--- config.mk ---
export PLATFORM = sky130hd
export DESIGN_NAME = uart_top
export DESIGN_NICKNAME = d
export VERILOG_FILES = /design/src/hdl/uart_pkg.sv /design/src/hdl/uart_baud_gen.sv /design/src/hdl/uart_rx.sv /design/src/hdl/uart_tx.sv /design/src/hdl/uart_rx_fifo.sv /design/src/hdl/uart_wb_regs.sv /design/src/hdl/uart_top.sv
export VERILOG_INCLUDE_DIRS = /design/src /design/src/hdl
export SDC_FILE = /design/constraint.sdc
export NUM_CORES = 1
export LEC_CHECK = 0
export BUFFER_PORTS_ARGS = -buffer_cell sky130_fd_sc_hd__buf_4
export CAP_MARGIN = 20
export CELL_PAD_IN_SITES_DETAIL_PLACEMENT = 0
export CELL_PAD_IN_SITES_GLOBAL_PLACEMENT = 1
export CORE_MARGIN = 5
export CORE_UTILIZATION = 40
export CTS_CLUSTER_DIAMETER = 80
export DETAILED_ROUTE_END_ITERATION = 10
export MAX_ROUTING_LAYER = met4
export PLACE_DENSITY_LB_ADDON = 0.1
export SKIP_CTS_REPAIR_TIMING = 1
export SLEW_MARGIN = 10
export SYNTH_ARGS = -nofsm -noshare
export SYNTH_HDL_FRONTEND = slang
export SYNTH_SLANG_ARGS = --single-unit
--- constraint.sdc ---
create_clock -name i_clk -period 5.35 [get_ports i_clk]
set_clock_uncertainty 0.1 [all_clocks]
set_input_delay 0.535 -clock i_clk [delete_from_list [all_inputs] [get_ports i_clk]]
set_output_delay 0.535 -clock i_clk [all_outputs]
set_load 0.005 [all_outputs]
--- src/hdl/uart_cfg.svh ---
`ifndef UART_CFG_SVH
`define UART_CFG_SVH

// character and oversampling sizes
`define UART_DATA_BITS  8
`define UART_OVERSAMPLE 16

// receive FIFO entries as a power of two
`define UART_FIFO_DEPTH 8

// baud divisor gives a tick every div+1 clocks
`define UART_DIV_BITS   16
`define UART_DIV_RESET  3

`endif

--- src/hdl/uart_pkg.sv ---
`include "uart_cfg.svh"

package uart_pkg;

  typedef enum logic [1:0] {
    RX_IDLE,
    RX_START,
    RX_DATA,
    RX_STOP
  } rx_state_t;

  typedef enum logic [1:0] {
    TX_IDLE,
    TX_START,
    TX_DATA,
    TX_STOP
  } tx_state_t;

  typedef enum logic [1:0] {
    REG_DATA   = 2'd0,
    REG_STATUS = 2'd1,
    REG_DIV    = 2'd2
  } reg_addr_t;

  // rx_empty ends up in bit 0 of the status register
  typedef struct packed {
    logic overrun;   // bit 4
    logic frame_err; // bit 3
    logic tx_busy;   // bit 2
    logic rx_full;   // bit 1
    logic rx_empty;  // bit 0
  } uart_status_t;

  typedef struct packed {
    logic [`UART_DATA_BITS-1:0] data; // received byte
    logic                       valid; // one-cycle pulse on a good stop bit
    logic                       frame_err; // one-cycle pulse on a low stop bit
  } rx_result_t;

endpackage

--- src/hdl/uart_baud_gen.sv ---
`timescale 1ns/1ps
`include "uart_cfg.svh"

module uart_baud_gen (
  input  logic                      i_clk,
  input  logic                      i_rst,
  input  logic [`UART_DIV_BITS-1:0] i_div,
  output logic                      o_tick
);

  logic [`UART_DIV_BITS-1:0] cnt; // counts down to zero

  // reload only on wrap, so a new divisor waits for the current period
  always_ff @(posedge i_clk or posedge i_rst) begin
    if (i_rst) begin
      cnt    <= `UART_DIV_BITS'(`UART_DIV_RESET);
      o_tick <= 1'b0;
    end else begin
      if (cnt == '0) begin
        cnt    <= i_div;
        o_tick <= 1'b1; // one clock wide
      end else begin
        cnt    <= cnt - 1'b1;
        o_tick <= 1'b0;
      end
    end
  end

endmodule

--- src/hdl/uart_rx.sv ---
`timescale 1ns/1ps
`include "uart_cfg.svh"

module uart_rx (
  input  logic                   i_clk,
  input  logic                   i_rst,
  input  logic                   i_tick,
  input  logic                   i_rx,
  output uart_pkg::rx_result_t   o_result
);

  localparam int TICK_W = $clog2(`UART_OVERSAMPLE);
  localparam int BIT_W  = $clog2(`UART_DATA_BITS);
  localparam logic [TICK_W-1:0] TICK_HALF = TICK_W'(`UART_OVERSAMPLE / 2 - 1);
  localparam logic [TICK_W-1:0] TICK_LAST = TICK_W'(`UART_OVERSAMPLE - 1);
  localparam logic [BIT_W-1:0]  BIT_LAST  = BIT_W'(`UART_DATA_BITS - 1);

  uart_pkg::rx_state_t state;
  uart_pkg::rx_state_t state_nxt;

  logic                       rx_meta;   // first synchronizer flop
  logic                       rx_sync;   // safe to use
  logic                       rx_prev;   // for edge detect
  logic                       rx_fall;
  logic                       sample_now; // mid-bit of the current bit
  logic [TICK_W-1:0]          tick_cnt;
  logic [BIT_W-1:0]           bit_cnt;
  logic [`UART_DATA_BITS-1:0] shift_reg;

  assign rx_fall    = rx_prev & ~rx_sync;
  assign sample_now = i_tick &&
                      (tick_cnt == ((state == uart_pkg::RX_START) ? TICK_HALF : TICK_LAST));

  always_comb begin
    state_nxt = state;
    case (state)
      uart_pkg::RX_IDLE:  if (rx_fall) state_nxt = uart_pkg::RX_START;
      uart_pkg::RX_START: begin
        // a glitch that is high again at mid-start is ignored
        if (sample_now) state_nxt = rx_sync ? uart_pkg::RX_IDLE : uart_pkg::RX_DATA;
      end
      uart_pkg::RX_DATA:  if (sample_now && bit_cnt == BIT_LAST) state_nxt = uart_pkg::RX_STOP;
      uart_pkg::RX_STOP:  if (sample_now) state_nxt = uart_pkg::RX_IDLE;
      default:            state_nxt = uart_pkg::RX_IDLE;
    endcase
  end

  always_ff @(posedge i_clk or posedge i_rst) begin
    if (i_rst) begin
      rx_meta   <= 1'b1; // line idles high
      rx_sync   <= 1'b1;
      rx_prev   <= 1'b1;
      state     <= uart_pkg::RX_IDLE;
      tick_cnt  <= '0;
      bit_cnt   <= '0;
      shift_reg <= '0;
      o_result  <= '0;
    end else begin
      rx_meta            <= i_rx;
      rx_sync            <= rx_meta;
      rx_prev            <= rx_sync;
      state              <= state_nxt;
      o_result.valid     <= 1'b0; // pulses by default
      o_result.frame_err <= 1'b0;
      if (state == uart_pkg::RX_IDLE) begin
        tick_cnt <= '0;
        bit_cnt  <= '0;
      end else if (i_tick) begin
        tick_cnt <= sample_now ? '0 : tick_cnt + 1'b1;
      end
      if (sample_now && state == uart_pkg::RX_DATA) begin
        shift_reg <= {rx_sync, shift_reg[`UART_DATA_BITS-1:1]}; // lsb first
        bit_cnt   <= bit_cnt + 1'b1;
      end
      if (sample_now && state == uart_pkg::RX_STOP) begin
        o_result.data      <= shift_reg;
        o_result.valid     <= rx_sync;
        o_result.frame_err <= ~rx_sync; // low stop bit
      end
    end
  end

endmodule

--- src/hdl/uart_tx.sv ---
`timescale 1ns/1ps
`include "uart_cfg.svh"

module uart_tx (
  input  logic                       i_clk,
  input  logic                       i_rst,
  input  logic                       i_tick,
  input  logic                       i_start,
  input  logic [`UART_DATA_BITS-1:0] i_data,
  output logic                       o_tx,
  output logic                       o_busy
);

  localparam int TICK_W = $clog2(`UART_OVERSAMPLE);
  localparam int BIT_W  = $clog2(`UART_DATA_BITS);
  localparam logic [TICK_W-1:0] TICK_LAST = TICK_W'(`UART_OVERSAMPLE - 1);
  localparam logic [BIT_W-1:0]  BIT_LAST  = BIT_W'(`UART_DATA_BITS - 1);

  uart_pkg::tx_state_t state;
  uart_pkg::tx_state_t state_nxt;

  logic [TICK_W-1:0]          tick_cnt;
  logic [BIT_W-1:0]           bit_cnt;
  logic [`UART_DATA_BITS-1:0] shift_reg;
  logic                       bit_end; // last tick of the current bit

  assign bit_end = i_tick && tick_cnt == TICK_LAST;
  assign o_busy  = (state != uart_pkg::TX_IDLE);

  always_comb begin
    state_nxt = state;
    o_tx      = 1'b1;
    case (state)
      uart_pkg::TX_IDLE: if (i_start) state_nxt = uart_pkg::TX_START;
      uart_pkg::TX_START: begin
        o_tx = 1'b0;
        if (bit_end) state_nxt = uart_pkg::TX_DATA;
      end
      uart_pkg::TX_DATA: begin
        o_tx = shift_reg[0];
        if (bit_end && bit_cnt == BIT_LAST) state_nxt = uart_pkg::TX_STOP;
      end
      uart_pkg::TX_STOP: if (bit_end) state_nxt = uart_pkg::TX_IDLE;
      default:           state_nxt = uart_pkg::TX_IDLE;
    endcase
  end

  always_ff @(posedge i_clk or posedge i_rst) begin
    if (i_rst) begin
      state     <= uart_pkg::TX_IDLE;
      tick_cnt  <= '0;
      bit_cnt   <= '0;
      shift_reg <= '0;
    end else begin
      state <= state_nxt;
      if (state == uart_pkg::TX_IDLE) begin
        tick_cnt <= '0;
        bit_cnt  <= '0;
        if (i_start) shift_reg <= i_data; // latch byte at start
      end else if (i_tick) begin
        tick_cnt <= tick_cnt + 1'b1; // wraps every 16 ticks
      end
      if (bit_end && state == uart_pkg::TX_DATA) begin
        shift_reg <= shift_reg >> 1;
        bit_cnt   <= bit_cnt + 1'b1;
      end
    end
  end

endmodule

--- src/hdl/uart_rx_fifo.sv ---
`timescale 1ns/1ps
`include "uart_cfg.svh"

module uart_rx_fifo (
  input  logic                       i_clk,
  input  logic                       i_rst,
  input  logic                       i_push,
  input  logic [`UART_DATA_BITS-1:0] i_push_data,
  input  logic                       i_pop,
  output logic [`UART_DATA_BITS-1:0] o_head,
  output logic                       o_empty,
  output logic                       o_full,
  output logic                       o_overflow
);

  localparam int PTR_W = $clog2(`UART_FIFO_DEPTH);

  logic [`UART_DATA_BITS-1:0] mem [`UART_FIFO_DEPTH];
  logic [PTR_W-1:0]           wr_ptr; // wraps since depth is a power of two
  logic [PTR_W-1:0]           rd_ptr;
  logic [PTR_W:0]             count;
  logic                       push_ok;
  logic                       pop_ok;

  assign o_empty = (count == '0);
  assign o_full  = (count == (PTR_W+1)'(`UART_FIFO_DEPTH));
  assign o_head  = mem[rd_ptr];
  assign push_ok = i_push & ~o_full; // stored bytes are never overwritten
  assign pop_ok  = i_pop & ~o_empty;

  always_ff @(posedge i_clk) begin
    if (push_ok) mem[wr_ptr] <= i_push_data;
  end

  always_ff @(posedge i_clk or posedge i_rst) begin
    if (i_rst) begin
      wr_ptr     <= '0;
      rd_ptr     <= '0;
      count      <= '0;
      o_overflow <= 1'b0;
    end else begin
      o_overflow <= i_push & o_full;
      if (push_ok) wr_ptr <= wr_ptr + 1'b1;
      if (pop_ok) rd_ptr <= rd_ptr + 1'b1;
      case ({push_ok, pop_ok})
        2'b10:   count <= count + 1'b1;
        2'b01:   count <= count - 1'b1;
        default: count <= count;
      endcase
    end
  end

endmodule

--- src/hdl/uart_wb_regs.sv ---
`timescale 1ns/1ps
`include "uart_cfg.svh"

module uart_wb_regs (
  input  logic                       i_clk,
  input  logic                       i_rst,
  input  logic                       i_wb_cyc,
  input  logic                       i_wb_stb,
  input  logic                       i_wb_we,
  input  logic [1:0]                 i_wb_adr,
  input  logic [`UART_DATA_BITS-1:0] i_wb_dat,
  output logic [`UART_DATA_BITS-1:0] o_wb_dat,
  output logic                       o_wb_ack,
  input  logic                       i_frame_err,
  input  logic                       i_overflow,
  input  logic [`UART_DATA_BITS-1:0] i_fifo_head,
  input  logic                       i_fifo_empty,
  input  logic                       i_fifo_full,
  input  logic                       i_tx_busy,
  output logic                       o_pop,
  output logic                       o_tx_start,
  output logic [`UART_DATA_BITS-1:0] o_tx_data,
  output logic [`UART_DIV_BITS-1:0]  o_div
);

  uart_pkg::uart_status_t status;
  uart_pkg::reg_addr_t    addr;

  logic req;       // new request, ack not yet given
  logic frame_err_q; // sticky until status read
  logic overrun_q;

  assign req  = i_wb_cyc & i_wb_stb & ~o_wb_ack;
  assign addr = uart_pkg::reg_addr_t'(i_wb_adr);

  assign status.rx_empty  = i_fifo_empty;
  assign status.rx_full   = i_fifo_full;
  assign status.tx_busy   = i_tx_busy;
  assign status.frame_err = frame_err_q;
  assign status.overrun   = overrun_q;

  always_ff @(posedge i_clk or posedge i_rst) begin
    if (i_rst) begin
      o_wb_ack    <= 1'b0;
      o_wb_dat    <= '0;
      o_pop       <= 1'b0;
      o_tx_start  <= 1'b0;
      o_tx_data   <= '0;
      o_div       <= `UART_DIV_BITS'(`UART_DIV_RESET);
      frame_err_q <= 1'b0;
      overrun_q   <= 1'b0;
    end else begin
      o_wb_ack   <= req; // exactly one cycle
      o_pop      <= 1'b0;
      o_tx_start <= 1'b0;
      if (req && !i_wb_we) begin
        case (addr)
          uart_pkg::REG_DATA: begin
            o_wb_dat <= i_fifo_empty ? '0 : i_fifo_head;
            o_pop    <= ~i_fifo_empty; // pops as the ack goes out
          end
          uart_pkg::REG_STATUS: o_wb_dat <= `UART_DATA_BITS'(status);
          uart_pkg::REG_DIV:    o_wb_dat <= o_div[`UART_DATA_BITS-1:0];
          default:              o_wb_dat <= '0;
        endcase
      end
      if (req && i_wb_we) begin
        case (addr)
          uart_pkg::REG_DATA: begin
            o_tx_start <= ~i_tx_busy; // dropped while busy
            if (!i_tx_busy) o_tx_data <= i_wb_dat;
          end
          uart_pkg::REG_DIV: o_div <= `UART_DIV_BITS'(i_wb_dat);
          default: ;
        endcase
      end
      // status read clears, but a new error in the same cycle wins
      if (req && !i_wb_we && addr == uart_pkg::REG_STATUS) begin
        frame_err_q <= i_frame_err;
        overrun_q   <= i_overflow;
      end else begin
        frame_err_q <= frame_err_q | i_frame_err;
        overrun_q   <= overrun_q | i_overflow;
      end
    end
  end

endmodule

--- src/hdl/uart_top.sv ---
`timescale 1ns/1ps
`include "uart_cfg.svh"

module uart_top (
  input  logic                       i_clk,
  input  logic                       i_rst,
  input  logic                       i_wb_cyc,
  input  logic                       i_wb_stb,
  input  logic                       i_wb_we,
  input  logic [1:0]                 i_wb_adr,
  input  logic [`UART_DATA_BITS-1:0] i_wb_dat,
  output logic [`UART_DATA_BITS-1:0] o_wb_dat,
  output logic                       o_wb_ack,
  input  logic                       i_rx,
  output logic                       o_tx
);

  uart_pkg::rx_result_t       rx_result;
  logic                       tick;
  logic [`UART_DIV_BITS-1:0]  div;
  logic [`UART_DATA_BITS-1:0] fifo_head;
  logic                       fifo_empty;
  logic                       fifo_full;
  logic                       fifo_overflow;
  logic                       pop;
  logic                       tx_start;
  logic [`UART_DATA_BITS-1:0] tx_data;
  logic                       tx_busy;

  uart_baud_gen u_baud (.i_clk(i_clk), .i_rst(i_rst), .i_div(div), .o_tick(tick));

  uart_rx u_rx (.i_clk(i_clk), .i_rst(i_rst), .i_tick(tick), .i_rx(i_rx), .o_result(rx_result));

  uart_rx_fifo u_fifo (
    .i_clk(i_clk), .i_rst(i_rst), .i_push(rx_result.valid), .i_push_data(rx_result.data),
    .i_pop(pop), .o_head(fifo_head), .o_empty(fifo_empty), .o_full(fifo_full),
    .o_overflow(fifo_overflow)
  );

  uart_tx u_tx (
    .i_clk(i_clk), .i_rst(i_rst), .i_tick(tick), .i_start(tx_start), .i_data(tx_data),
    .o_tx(o_tx), .o_busy(tx_busy)
  );

  uart_wb_regs u_regs (
    .i_clk(i_clk), .i_rst(i_rst), .i_wb_cyc(i_wb_cyc), .i_wb_stb(i_wb_stb),
    .i_wb_we(i_wb_we), .i_wb_adr(i_wb_adr), .i_wb_dat(i_wb_dat), .o_wb_dat(o_wb_dat),
    .o_wb_ack(o_wb_ack), .i_frame_err(rx_result.frame_err), .i_overflow(fifo_overflow),
    .i_fifo_head(fifo_head), .i_fifo_empty(fifo_empty), .i_fifo_full(fifo_full),
    .i_tx_busy(tx_busy), .o_pop(pop), .o_tx_start(tx_start), .o_tx_data(tx_data),
    .o_div(div)
  );

endmodule

==> results.md, run 1 <==
- The final setup violation count is 0.
- The starting density of the core is 41.0%.
- CTS saw 168 sinks.
- For this run, the slowest stage of the critical path takes 780 ps.
- The number of nets produced by synthesis is between 500 and 600.
- Traced cell by cell, the critical path runs through or4b_2 > nand2_2 > ha_1 > xor2_1 > ha_1 > a21oi_1 > xor2_1 > nor2_1 > xor2_1.
- For the worst-skew pair, the clock arrives at the later sink with an insertion delay of roughly 430 ps.
- The count of buffers added on input and output ports is 25.
- The final count of hold timing violations is 0.
- The maximum fanout count along the critical path is 8.
- The most numerous cell type found on the critical path is xor2_1.
- No sink is reached through more buffers than the 2 on the longest clock path.
- Cells with a size suffix above 1 make up about a quarter of the layout.
- The total number of placement rows is 48.
- Setup repair after global routing left no endpoint under its margin.
- The core area is 0.0174 mm^2.
- The standby leakage power is about 3.2 nW.
- The portion of the clock cycle consumed by the worst path in the final layout is between 50% and 60%.
- Dividing the detail-routed via count by the number of cells gives 5.14.
- The floorplan step set the die height to between 100 and 150 um.
- After clock tree synthesis, the clock-pin slew on the worst setup and hold paths is 70 ps.
- The aggregate global-route resource usage is approximately 15%.
- The arrival time of data at the critical path endpoint is a little under 3000 ps.
- After synthesis, the largest area contributor takes up 34.1% of total cell area.
- By instance count, the leading cell after synthesis is dfrtp_1.
- At the end of the flow, the number of nets in the layout was around 570.
- The worst setup slack for register-to-register paths is roughly 2600 ps.
- The number of buffers and inverters on the critical path is 0.
- Max-cap violations in this run came to 0.
- Adding up every negative setup slack in the final design gives 0 ps.
- The share of total power dissipated in combinational logic is ~13%.
- In the routed design, unresolved DRC markers number 0.
- In the final layout, the registers with the most flip-flops are u_fifo.mem (64), u_baud.cnt (16), u_rx.o_result (10).
- The synthesis-to-finish area growth is 14.5%.
- The post-placement setup slack is ~2600 ps.
- After technology mapping, the gate count stands at roughly 510.
- The number of enable flip-flop cells after synthesis is 64.
- The share of total power in the clock network is roughly two fifths.
- The class of the most critical hold timing path is primary input to register.
- The maximum operating frequency is about 360 MHz.
- The sequential share of the synthesized area is a little under two thirds.
- The type of origin of the critical path is a register.
- Counting tap cells, the placed design contains a total of about 750 instances.
- The main flop type after synthesis is dfrtp_1.
- The CTS buffer count is 17.
- Dividing total power by cell area gives a power density of slightly below 400 mW/mm^2.
- The number of antenna diodes is 0.
- The worst-margin pin slew is 1040 ps.
- The number of distinct library cell variants in the gate-level netlist after synthesis is 50.
- Internal power comes to between 2 and 2.5 mW.
- The cell area that synthesis handed to floorplanning was approximately 0.0071 mm^2.
- The register with the most flip-flops in the layout has 64 of them.
- The total number of H-tree levels is 4.
- The run finished with clean final reports.
- The number of iterations in the first detailed-routing pass is 4.
- The mean instance size in the synthesized netlist is between 10 and 15 um^2.
- The total area of multi-input combinational cells is approximately 0.0024 mm^2.
- For the worst setup path, the data required time is between 5000 and 6000 ps.
- The worst ir drop on vdd is between 0.2 and 0.25 mV.
- The area occupied by registers is between 0.004 and 0.005 mm^2.
- The first global-routing pass estimated around 23000 um of wire.
- Among all stages on the critical path, the largest delay is contributed by or4b_2.
- The pin count of the biggest net entering global routing is 61.
- The initial antenna violation count was 0.
- Measured against its own limit, the worst slew margin works out to between 30% and 40%.
- The root cell of the clock tree is clkbuf_16.
- The layout has roughly 1500 filler cells.
- For this run the aggregate overflow at the end of global routing stands at 0.
- The worst setup path is captured at a register.
- The count of non-filler cells in the finished layout is about 780.
- The kind of cell with the highest combined delay along the critical path is simple AND/OR/NAND/NOR gates.
- TritonCTS built the clock tree.
- Summing internal, switching and leakage power gives roughly 3.2 mW.
- The sequential share of power is approximately half.
- The post-detailed-placement half-perimeter wirelength is around 9300 um.
- The number of global-route vias before repair is between 4000 and 5000.
- The switching power summed over all nets is 0.906 mW.
- The detailed router finished its first iteration with a little over 200 violations.
- The register with the most flip-flops is u_fifo.mem.
- The Yosys step of the flow raised 0 warnings.
- Hold timing on the final database bottoms out at a slack of approximately 110 ps.
- In this run switching power makes up between 20% and 30% of total power.
- The share of flip-flops with an asynchronous set or reset after synthesis is ~62%.
- The antenna violation net count after detailed routing is 0.
- Routability-driven placement finished with a final weighted congestion of about 0.74.
- The final layout contains routed wiring with a total length of roughly 14000 um.
- The number of max-slew violations in the final report was 0.
- The post-layout instance area is 0.00815 mm^2.
- The critical path is of the register to register type.
- The average wire per standard cell is about 18 um.
- The synthesized design spends more area on one cell type than any other, namely dfrtp_1.
- The placed standard-cell area is around 0.0075 mm^2.
- The full die area is 0.0206 mm^2.
- Summing over every cut layer, the via total after detailed routing is 4001.
- After synthesis, the most frequently instantiated cells are dfrtp_1 (97), edfxtp_1 (64), mux2_2 (39).
- Yosys attributes the largest share of cell area to dfrtp_1 (34%), edfxtp_1 (27%), mux2_2 (6.2%).
- 26 I/O pins were placed.
- The clock period minus final worst setup slack is ~2700 ps.
- The least setup slack across all paths after layout is 2610 ps.
- Measured along the x axis, the die boundary spans ~140 um.
- The number of synthesized register bits is approximately 170.
- The final standard cell utilization of the core is 46.9%.
[per-layer routing]
metal | vias up | part of all wire, % | track usage [%]
li1 | 1926 | - | -
met1 | 2008 | 46 | 19.1
met2 | 45 | 50 | 23.6
met3 | 22 | 2.2 | 2.76
met4 | 0 | 1.7 | 5.95
met5 | - | 0 | -
[layout by cell type, fill, tap and decap left out, types with 3 or more instances in the layout]
cell,count
dfrtp_1,97
o211ai_1,3
nor4_1,5
inv_1,13
edfxtp_1,64
and3_1,3
clkbuf_16,17
nor2b_1,10
inv_8,3
mux2_2,39
inv_6,3
xnor2_1,8
xor2_1,15
mux4_2,16
a221oi_1,3
nor2_1,35
nor3_1,9
a21oi_1,16
ha_1,16
nand4_1,5
nand3_1,9
nand2b_1,8
o21ai_0,19
inv_4,3
o22ai_1,7
mux2i_1,19
nand2_1,36
dfstp_2,7
clkinv_8,6
buf_4,32
nand3b_1,3
[power groups by stage]
stage	Clock [mW]	Sequential [mW]	Combinational, mW
after floorplan	0	1.56	0.307
after global placement	0	1.59	0.401
after detailed placement	0	1.60	0.410
after CTS	1.25	1.57	0.414
after global routing	1.31	1.59	0.462
final	1.22	1.57	0.406
[worst reg2reg max path, delay by kind of cell, from the launching register on]
family / cells / cell delay (ps)
XOR/XNOR: 3 / 410
adder cells (fa/ha/maj): 2 / 470
AND/OR/NAND/NOR: 3 / 1050
flip-flops: 1 / 450
AO/OA/AOI/OAI: 1 / 150
[kinds of logic after synthesis]
kind of cell,share of synthesized area [%]
multiplexers,13.9
adder cells (fa/ha/maj),2.81
buffers and inverters,2.14
flip-flops,63.7
AO/OA/AOI/OAI,4.76
XOR/XNOR,2.83
AND/OR/NAND/NOR,9.85
[worst paths after layout]
kind                                        startpoint                      endpoint  cells past startpoint
setup / recovery           u_fifo.count[2]$_DFFE_PP0P_   u_fifo.count[2]$_DFFE_PP0P_                      9
setup reg to reg           u_fifo.count[2]$_DFFE_PP0P_   u_fifo.count[2]$_DFFE_PP0P_                      9
max in group asynchronous                        i_rst       u_baud.cnt[1]$_DFF_PP1_                      3
hold reg to reg                 u_rx.rx_meta$_DFF_PP1_        u_rx.rx_sync$_DFF_PP1_                      0
hold / removal                                    i_rx        u_rx.rx_meta$_DFF_PP1_                      1
min in group asynchronous                        i_rst  u_rx.tick_cnt[1]$_DFFE_PP0P_                      2
[layout make-up]
| cell class | count | share of cell area [%] |
|---|---|---|
| Multi-Input combinational cell | 307 | 29.8 |
| Clock inverter | 15 | 2.20 |
| Clock buffer | 17 | 5.22 |
| Inverter | 14 | 0.676 |
| Timing Repair Buffer | 32 | 2.95 |
| Sequential cell | 168 | 55.7 |
| Tap cell | 225 | 3.46 |
Power figures use the tool's default switching activity.
==> run 2, diff against run 1 <==
Clock period 5.35 ns to 2.22 ns, I/O delays scaled along.
==> results.md, run 2 (synthesis gave the netlist of run 1 again) <==
- The run finished with clean final reports.
- The switching portion of total power came to 26.5% (-1.8 points).
- The final count of hold timing violations is 0 (unchanged).
- The arrival time of data at the critical path endpoint is 2350 ps (-600 ps).
- The chip height is 143 um (unchanged).
- The detailed-route vias per instance was 5.14 (about the same).
- The number of primary I/O pins is 26 (unchanged).
- The normalized max-slew margin came to 53.0% (+23 points).
- The placed instance count is 771 (+3.4%).
- The layout cell share with drive strength beyond 1 is 27.5% (+3.8 points).
- The standby leakage power is 3.40 nW (+4.9%).
- The routability congestion estimate was 0.759 (+2.0%).
- The layer flagged by global routing as most heavily used is met2.
- The leftover overflow at the end of global routing was 0 (unchanged).
- TritonCTS built the clock tree.
- The sequential share of power is 49.4% (+0.2 points).
- The pin count of the biggest net entering global routing is 105 (+72%).
- The number of nets in the layout is 609 (+6.5%).
- The number of antenna diodes was 0 (unchanged).
- The clock period minus final worst setup slack is 2150 ps (-597 ps).
- In the layout the commonest cells are dfrtp_1 (97), edfxtp_1 (64), buf_4 (57).
- The length in cells of the worst reg-to-reg path came to 9 (unchanged).
- The count of non-filler cells in the finished layout is 815 (+4.8%).
- The portion of the clock cycle consumed by the worst path in the final layout is 96.7% (+45 points).
- The register with the most flip-flops is u_fifo.mem.
- The met2 routing resource usage after global routing came to 22.3% (-1.3 points).
- The quantity of I/O buffers inserted on ports was 25 (unchanged).
- The final setup violation count is 0 (unchanged).
- The post-detailed-placement half-perimeter wirelength is 9850 um (+6.5%).
- The root cell of the clock tree is clkbuf_16.
- The number of max-slew violations in the final report is 0 (unchanged).
- The critical path required time was 2430 ps (-3130 ps).
- The met1 track demand over resource in global routing is 21.8% (+2.6 points).
- The core area was 0.0174 mm^2 (unchanged).
- The remaining routing DRC violations is 0 (unchanged).
- The full die area is 0.0206 mm^2 (unchanged).
- Leaving out fill and tap cells, the most frequent cell in the layout is dfrtp_1.
- The number of maximum-capacitance violations is 0 (unchanged).
- The worst ir drop on vdd is 0.493 mV (+120%).
- The average wire per standard cell was 17.7 um (-0.32%).
- The number of global-route vias before repair is 4277 (+2.2%).
- The met3 capacity usage during global routing was 3.76% (+1.0 points).
- The CTS buffer count was 17 (unchanged).
- The flip-flop count of the largest register after layout came to 64 (unchanged).
- The setup path with the least slack is of type register to register.
- The type of origin of the critical path is a register.
- The clock-pin slew on the worst setup and hold paths is 70 ps (about the same).
- The maximum fanout count along the critical path is 3 (-5).
- The total number of vias came to 4191 (+4.7%).
- Relative to the synthesized area, the layout overhead comes to 19.3%.
- The final sum of negative setup slack was 0 ps (unchanged).
- The internal portion of total power is 5.65 mW (+150%).
- The aggregate global-route resource usage came to 15.5% (+0.56 points).
- The worst hold path stage count is 2 (+1).
- The path class of the tightest hold or removal check is primary input to register.
- Setup repair after global routing could not meet its margin everywhere.
- The worst setup slack for register-to-register paths is 70 ps (-2530 ps).
- The worst-margin pin slew is 703 ps (-340 ps).
- The total wire length came to 14400 um (+4.4%).
- The power density over the cells is 905 mW/mm^2 (+130%).
- The total number of H-tree levels is 4 (unchanged).
- The width of the die is 143 um (unchanged).
- The clock net sink count is 168 (unchanged).
- The switching power summed over all nets came to 2.04 mW (+130%).
- The buffer levels on the longest clock path is 2 (unchanged).
- The relative contribution of combinational cells to total power is 13.9% (+1.2 points).
- The antenna violation net count after detailed routing is 0 (unchanged).
- The starting density of the core is 41.0% (unchanged).
- The wire length of the first global-routing pass is 23500 um (+3.7%).
- The initial antenna violation count is 0 (unchanged).
- The largest registers in the layout are u_fifo.mem (64), u_baud.cnt (16), u_rx.o_result (10).
- The number of iterations in the first detailed-routing pass came to 4 (unchanged).
- The maximum operating frequency is 466 MHz (+28%).
- The share of total power in the clock network is 36.7% (-1.4 points).
- The capturing element type of the critical path is a register.
- The total number of placement rows is 48 (unchanged).
- The clock latency of the later-clocked register in the worst-skew pair is 420 ps (about the same).
- The violation count after the first detailed-route iteration is 209 (+2.5%).
-- run 2: routing by layer --
metal / vias up / wire (um)
met2: 65 / 6590
met4: 0 / 223
met5: - / 0
met1: 2103 / 7110
met3: 22 / 482
li1: 2001 / -
-- run 2: critical path: stages (launching register included) --
cell and delay [ps]:
dfrtp_1 400, or4b_4 570, nand2_8 90, ha_4 130, xor2_1 60, ha_2 180
a21oi_2 110, xor2_1 170, nor2_1 70, xor2_1 150
-- run 2: final timing paths --
kind	end	startpoint
min in group asynchronous	u_tx.tick_cnt[2]$_DFFE_PP0P_	i_rst
max in group asynchronous	u_regs.o_div[1]$_DFFE_PP1P_	i_rst
worst max register to register	u_fifo.count[2]$_DFFE_PP0P_	u_fifo.count[2]$_DFFE_PP0P_
worst min register to register	u_rx.rx_sync$_DFF_PP1_	u_rx.rx_meta$_DFF_PP1_
worst max-delay path	u_fifo.count[2]$_DFFE_PP0P_	u_fifo.count[2]$_DFFE_PP0P_
worst min-delay path	u_regs.o_wb_ack$_DFF_PP0_	i_wb_cyc
-- run 2: power groups by stage --
stage	logic [mW]	clock network, mW	registers, mW
6_report	1.07	2.82	3.79
5_1_grt	1.20	3.03	3.83
3_5_place_dp	1.07	0	3.85
3_3_place_gp	1.05	0	3.84
4_1_cts	1.08	2.89	3.80
2_1_floorplan	0.741	0	3.77
-- run 2: area by class of cell --
| type | instances | area, um^2 |
|---|---|---|
| timing repair buffer | 69 | 568 |
| clock inverter | 12 | 119 |
| tap | 225 | 282 |
| fill | 1560 | 8870 |
| sequential | 168 | 4530 |
| clock buffer | 20 | 447 |
| multi-input combinational | 307 | 2490 |
| inverter | 14 | 56.3 |
-- run 2: stage by stage --
| stage | area, um^2 | utilization [%] | setup WS [ps] | hold WS (ps) | power (mW) |
|---|---|---|---|---|---|
| floorplan | 7160 | - | -6.32 | 126 | 4.51 |
| global placement | 7790 | 44.9 | 94.6 | 234 | 4.89 |
| detailed placement | 7790 | 44.9 | -15.1 | 232 | 4.92 |
| CTS | 8360 | 48.1 | -43.1 | -217 | 7.77 |
| global route | 8490 | 48.9 | -7.68 | 92.0 | 8.06 |
| finish | 8490 | 48.9 | 73.6 | 89.4 | 7.69 |
==> run 3, diff against run 2 <==
Settings changed: CORE_MARGIN 5 to 1, SYNTH_HIERARCHICAL set to 1.
==> results.md, run 3 <==
- The clock-pin slew on the worst setup and hold paths was 70 ps (about the same).
- The worst setup slack for register-to-register paths came to -110 ps (-190 ps).
- Ranked by instance count, the synthesized netlist is headed by dfrtp_1 (97), edfxtp_1 (64), mux2_2 (49).
- The post-synthesis cell count came to 538 (+5.7%).
- The length in cells of the worst reg-to-reg path is 7 (-2).
- The proportion of netlist area held by the largest area contributor is 31.5% (-2.6 points).
- The buffer levels on the longest clock path is 2 (unchanged).
- The type of origin of the critical path is a register.
- The mean instance size in the synthesized netlist is 14.3 um^2 (+2.5%).
- The critical path required time was 2420 ps (about the same).
- The number of maximum-capacitance violations is 0 (unchanged).
- The clock net sink count is 168 (unchanged).
- The flip-flop count of the largest register after layout is 64 (unchanged).
- The power density over the cells is 769 mW/mm^2 (-15%).
- The total wire length is 14900 um (+3.8%).
- The remaining routing DRC violations is 0 (unchanged).
- In the final layout, the registers with the most flip-flops are u_fifo/mem (64), u_baud/cnt (16), u_rx/o_result (10).
- The share of flip-flops with an asynchronous set or reset after synthesis is 61.9% (unchanged).
- The CTS buffer count is 17 (unchanged).
- The number of enable flip-flop cells after synthesis is 64 (unchanged).
- The pin count of the biggest net entering global routing came to 31 (-70%).
- The least setup slack across all paths after layout is -112 ps (-186 ps).
- The initial antenna violation count is 0 (unchanged).
- The start point of the worst min-delay path is i_wb_adr[1].
- The worst setup path is of the register to register kind.
- The critical path starts at u_fifo/count[2]$_DFFE_PP0P_.
- The post-detailed-placement half-perimeter wirelength was 10300 um (+4.4%).
- The wire length of the first global-routing pass was 24700 um (+5.0%).
- The number of iterations in the first detailed-routing pass came to 4 (unchanged).
- The capturing element type of the critical path is a register.
- The normalized max-slew margin is 50.7% (-2.3 points).
- The number of max-slew violations in the final report is 0 (unchanged).
- The CTS tree is built.
- The total number of H-tree levels is 4 (unchanged).
- The total number of vias is 4428 (+5.7%).
- The clock period minus final worst setup slack is 2330 ps (+186 ps).
- The routability congestion estimate was 0.784 (+3.3%).
- The cell area after synthesis came to 0.00771 mm^2 (+8.4%).
- The maximum fanout count along the critical path is 3 (unchanged).
- The aggregate global-route resource usage is 16.9% (+1.5 points).
- The standby leakage power is 3.67 nW (+7.9%).
- The worst ir drop on vdd was 0.573 mV (+16%).
- The post-route total power is 7.01 mW (-8.8%).
- The final standard cell utilization of the core was 48.4% (-0.51 points).
- The worst-margin pin slew was 739 ps (+35.8 ps).
- The clock latency of the later-clocked register in the worst-skew pair is 420 ps (about the same).
- The full die area is 0.0198 mm^2 (-3.5%).
- The worst hold path stage count is 2 (unchanged).
- The register with the most flip-flops is u_fifo/mem.
- Setup repair after global routing could not meet its margin everywhere.
- The post-layout instance area is 0.00912 mm^2 (+7.4%).
- The final setup violation count is 1 (+1).
- The portion of the clock cycle consumed by the worst path in the final layout is 105% (+8.4 points).
- The number of primary I/O pins is 26 (unchanged).
- The detailed-route vias per instance is 5.00 (-2.8%).
- The number of global-route vias before repair was 4716 (+10%).
- The worst reg2reg path startpoint is u_fifo/count[2]$_DFFE_PP0P_.
- In this run the critical register-to-register path is captured at u_fifo/count[3]$_DFFE_PP0P_.
- The total number of placement rows is 50 (+4.2%).
- The most common cell after layout, fill and taps aside is dfrtp_1.
- The average wire per standard cell is 16.9 um (-4.6%).
- The arrival time of data at the critical path endpoint is 2530 ps (+180 ps).
- The antenna violation net count after detailed routing is 0 (unchanged).
- The number of synthesized register bits is 168 (unchanged).
- The root cell of the clock tree is clkbuf_16.
- The width of the die came to 141 um (-1.8%).
- The final count of hold timing violations was 0 (unchanged).
- The number of antenna diodes is 0 (unchanged).
- The class of the most critical hold timing path is primary input to register.
- The placed standard-cell area is 0.00837 mm^2 (+7.4%).
- The main flop type after synthesis is dfrtp_1.
- The leading area contributor after synthesis is dfrtp_1.
- The starting density of the core is 41.0% (-0.047 points).
- The quantity of I/O buffers inserted on ports is 25 (unchanged).
- The number of nets in the layout was 648 (+6.4%).
- The layout cell share with drive strength beyond 1 is 31.2% (+3.7 points).
- For hold timing, the worst endpoint is u_regs/o_pop$_DFF_PP0_.
- The final reports fail on negative setup slack.
- The chip height was 141 um (-1.8%).
- Yosys attributes the largest share of cell area to dfrtp_1 (31%), edfxtp_1 (25%), mux2_2 (7.2%).
- The violation count after the first detailed-route iteration is 192 (-8.1%).
- The leftover overflow at the end of global routing came to 0 (unchanged).
- The warning count from the yosys run is 6 (+6).
- The flow ran to the end, but the final reports show violations.
- The sequential share of the synthesized area is 58.8% (-4.9 points).
- The number of distinct library cell variants in the gate-level netlist after synthesis came to 74 (+48%).
- The maximum operating frequency is 429 MHz (-8.0%).
- The core area is 0.0188 mm^2 (+8.5%).
- The library cells used most frequently in the layout, excluding fill and tap cells, are dfrtp_1 (95), edfxtp_1 (64), buf_4 (63).
- The area growth from synthesis to layout is 18.2%.
- By instance count, the leading cell after synthesis is dfrtp_1.
-- run 3: changes by cell type after synthesis, moves of 5 or more --
cell,before,now
nor2b_1,10,1
buf_6,1,7
nand2_1,36,20
mux2i_1,19,12
mux4_2,16,0
xnor2_1,8,13
a22oi_1,1,8
o22ai_1,7,1
inv_1,14,22
xor2_1,15,5
mux2_2,39,49
mux4_1,0,16
mux2_4,0,9
buf_4,0,10
-- run 3: cell type report --
type	count	area, um^2
clock inverter	13	136
inverter	22	82.6
timing repair buffer	79	649
sequential	168	4540
multi-input combinational	325	2950
fill	1710	9710
clock buffer	19	433
tap	260	325
-- run 3: critical path, cell delays in order (launching register included) --
cell	delay, ps
dfrtp_2	420
or4b_4	560
nand2_4	90
ha_4	150
ha_4	200
or4b_4	480
o311ai_1	100
o211ai_1	120
-- run 3: worst max-delay path by stage --
stage / end / slack [ps] / cells after the start
after CTS: u_fifo/count[3]$_DFFE_PP0P_ / -150 / 8
after global routing: u_fifo/count[3]$_DFFE_PP0P_ / -180 / 7
after global placement: u_fifo/count[3]$_DFFE_PP0P_ / -110 / 7
after floorplan: u_fifo/count[3]$_DFFE_PP0P_ / -200 / 7
final: u_fifo/count[3]$_DFFE_PP0P_ / -110 / 7
after detailed placement: u_fifo/count[3]$_DFFE_PP0P_ / -130 / 8
-- run 3: routing by layer --
metal / part of all wire [%] / GRT usage, % / vias to the layer above
li1: - / - / 2132
met1: 45 / 19.8 / 2246
met2: 51 / 28.6 / 46
met3: 2.7 / 4.72 / 4
met4: 0.64 / 4.52 / 0
met5: 0 / - / -
-- run 3: logic make-up after synthesis --
logic type	Yosys count	synth area share (%)
flip-flops	168	58.8
AND/OR/NAND/NOR	127	10.0
multiplexers	87	16.1
AO/OA/AOI/OAI	66	5.74
buffers and inverters	52	4.14
adder cells (fa/ha/maj)	19	3.18
XOR/XNOR	18	2.04
other	1	0.0486
-- run 3: through the flow --
| step | hold WS (ps) | setup TNS [ps] | std cells | setup WS [ps] |
|---|---|---|---|---|
| 2_1_floorplan | -25.6 | -201 | 545 | -201 |
| 3_3_place_gp | 36.8 | -116 | 839 | -110 |
| 3_5_place_dp | 37.7 | -155 | 839 | -134 |
| 4_1_cts | -425 | -192 | 871 | -154 |
| 5_1_grt | 12.2 | -336 | 886 | -175 |
| 6_report | 14.5 | -112 | 886 | -112 |
-- run 3: power breakdown --
group	switching [mW]	internal [mW]
combinational	0.287	0.355
clock	1.28	1.58
sequential	0.129	3.37
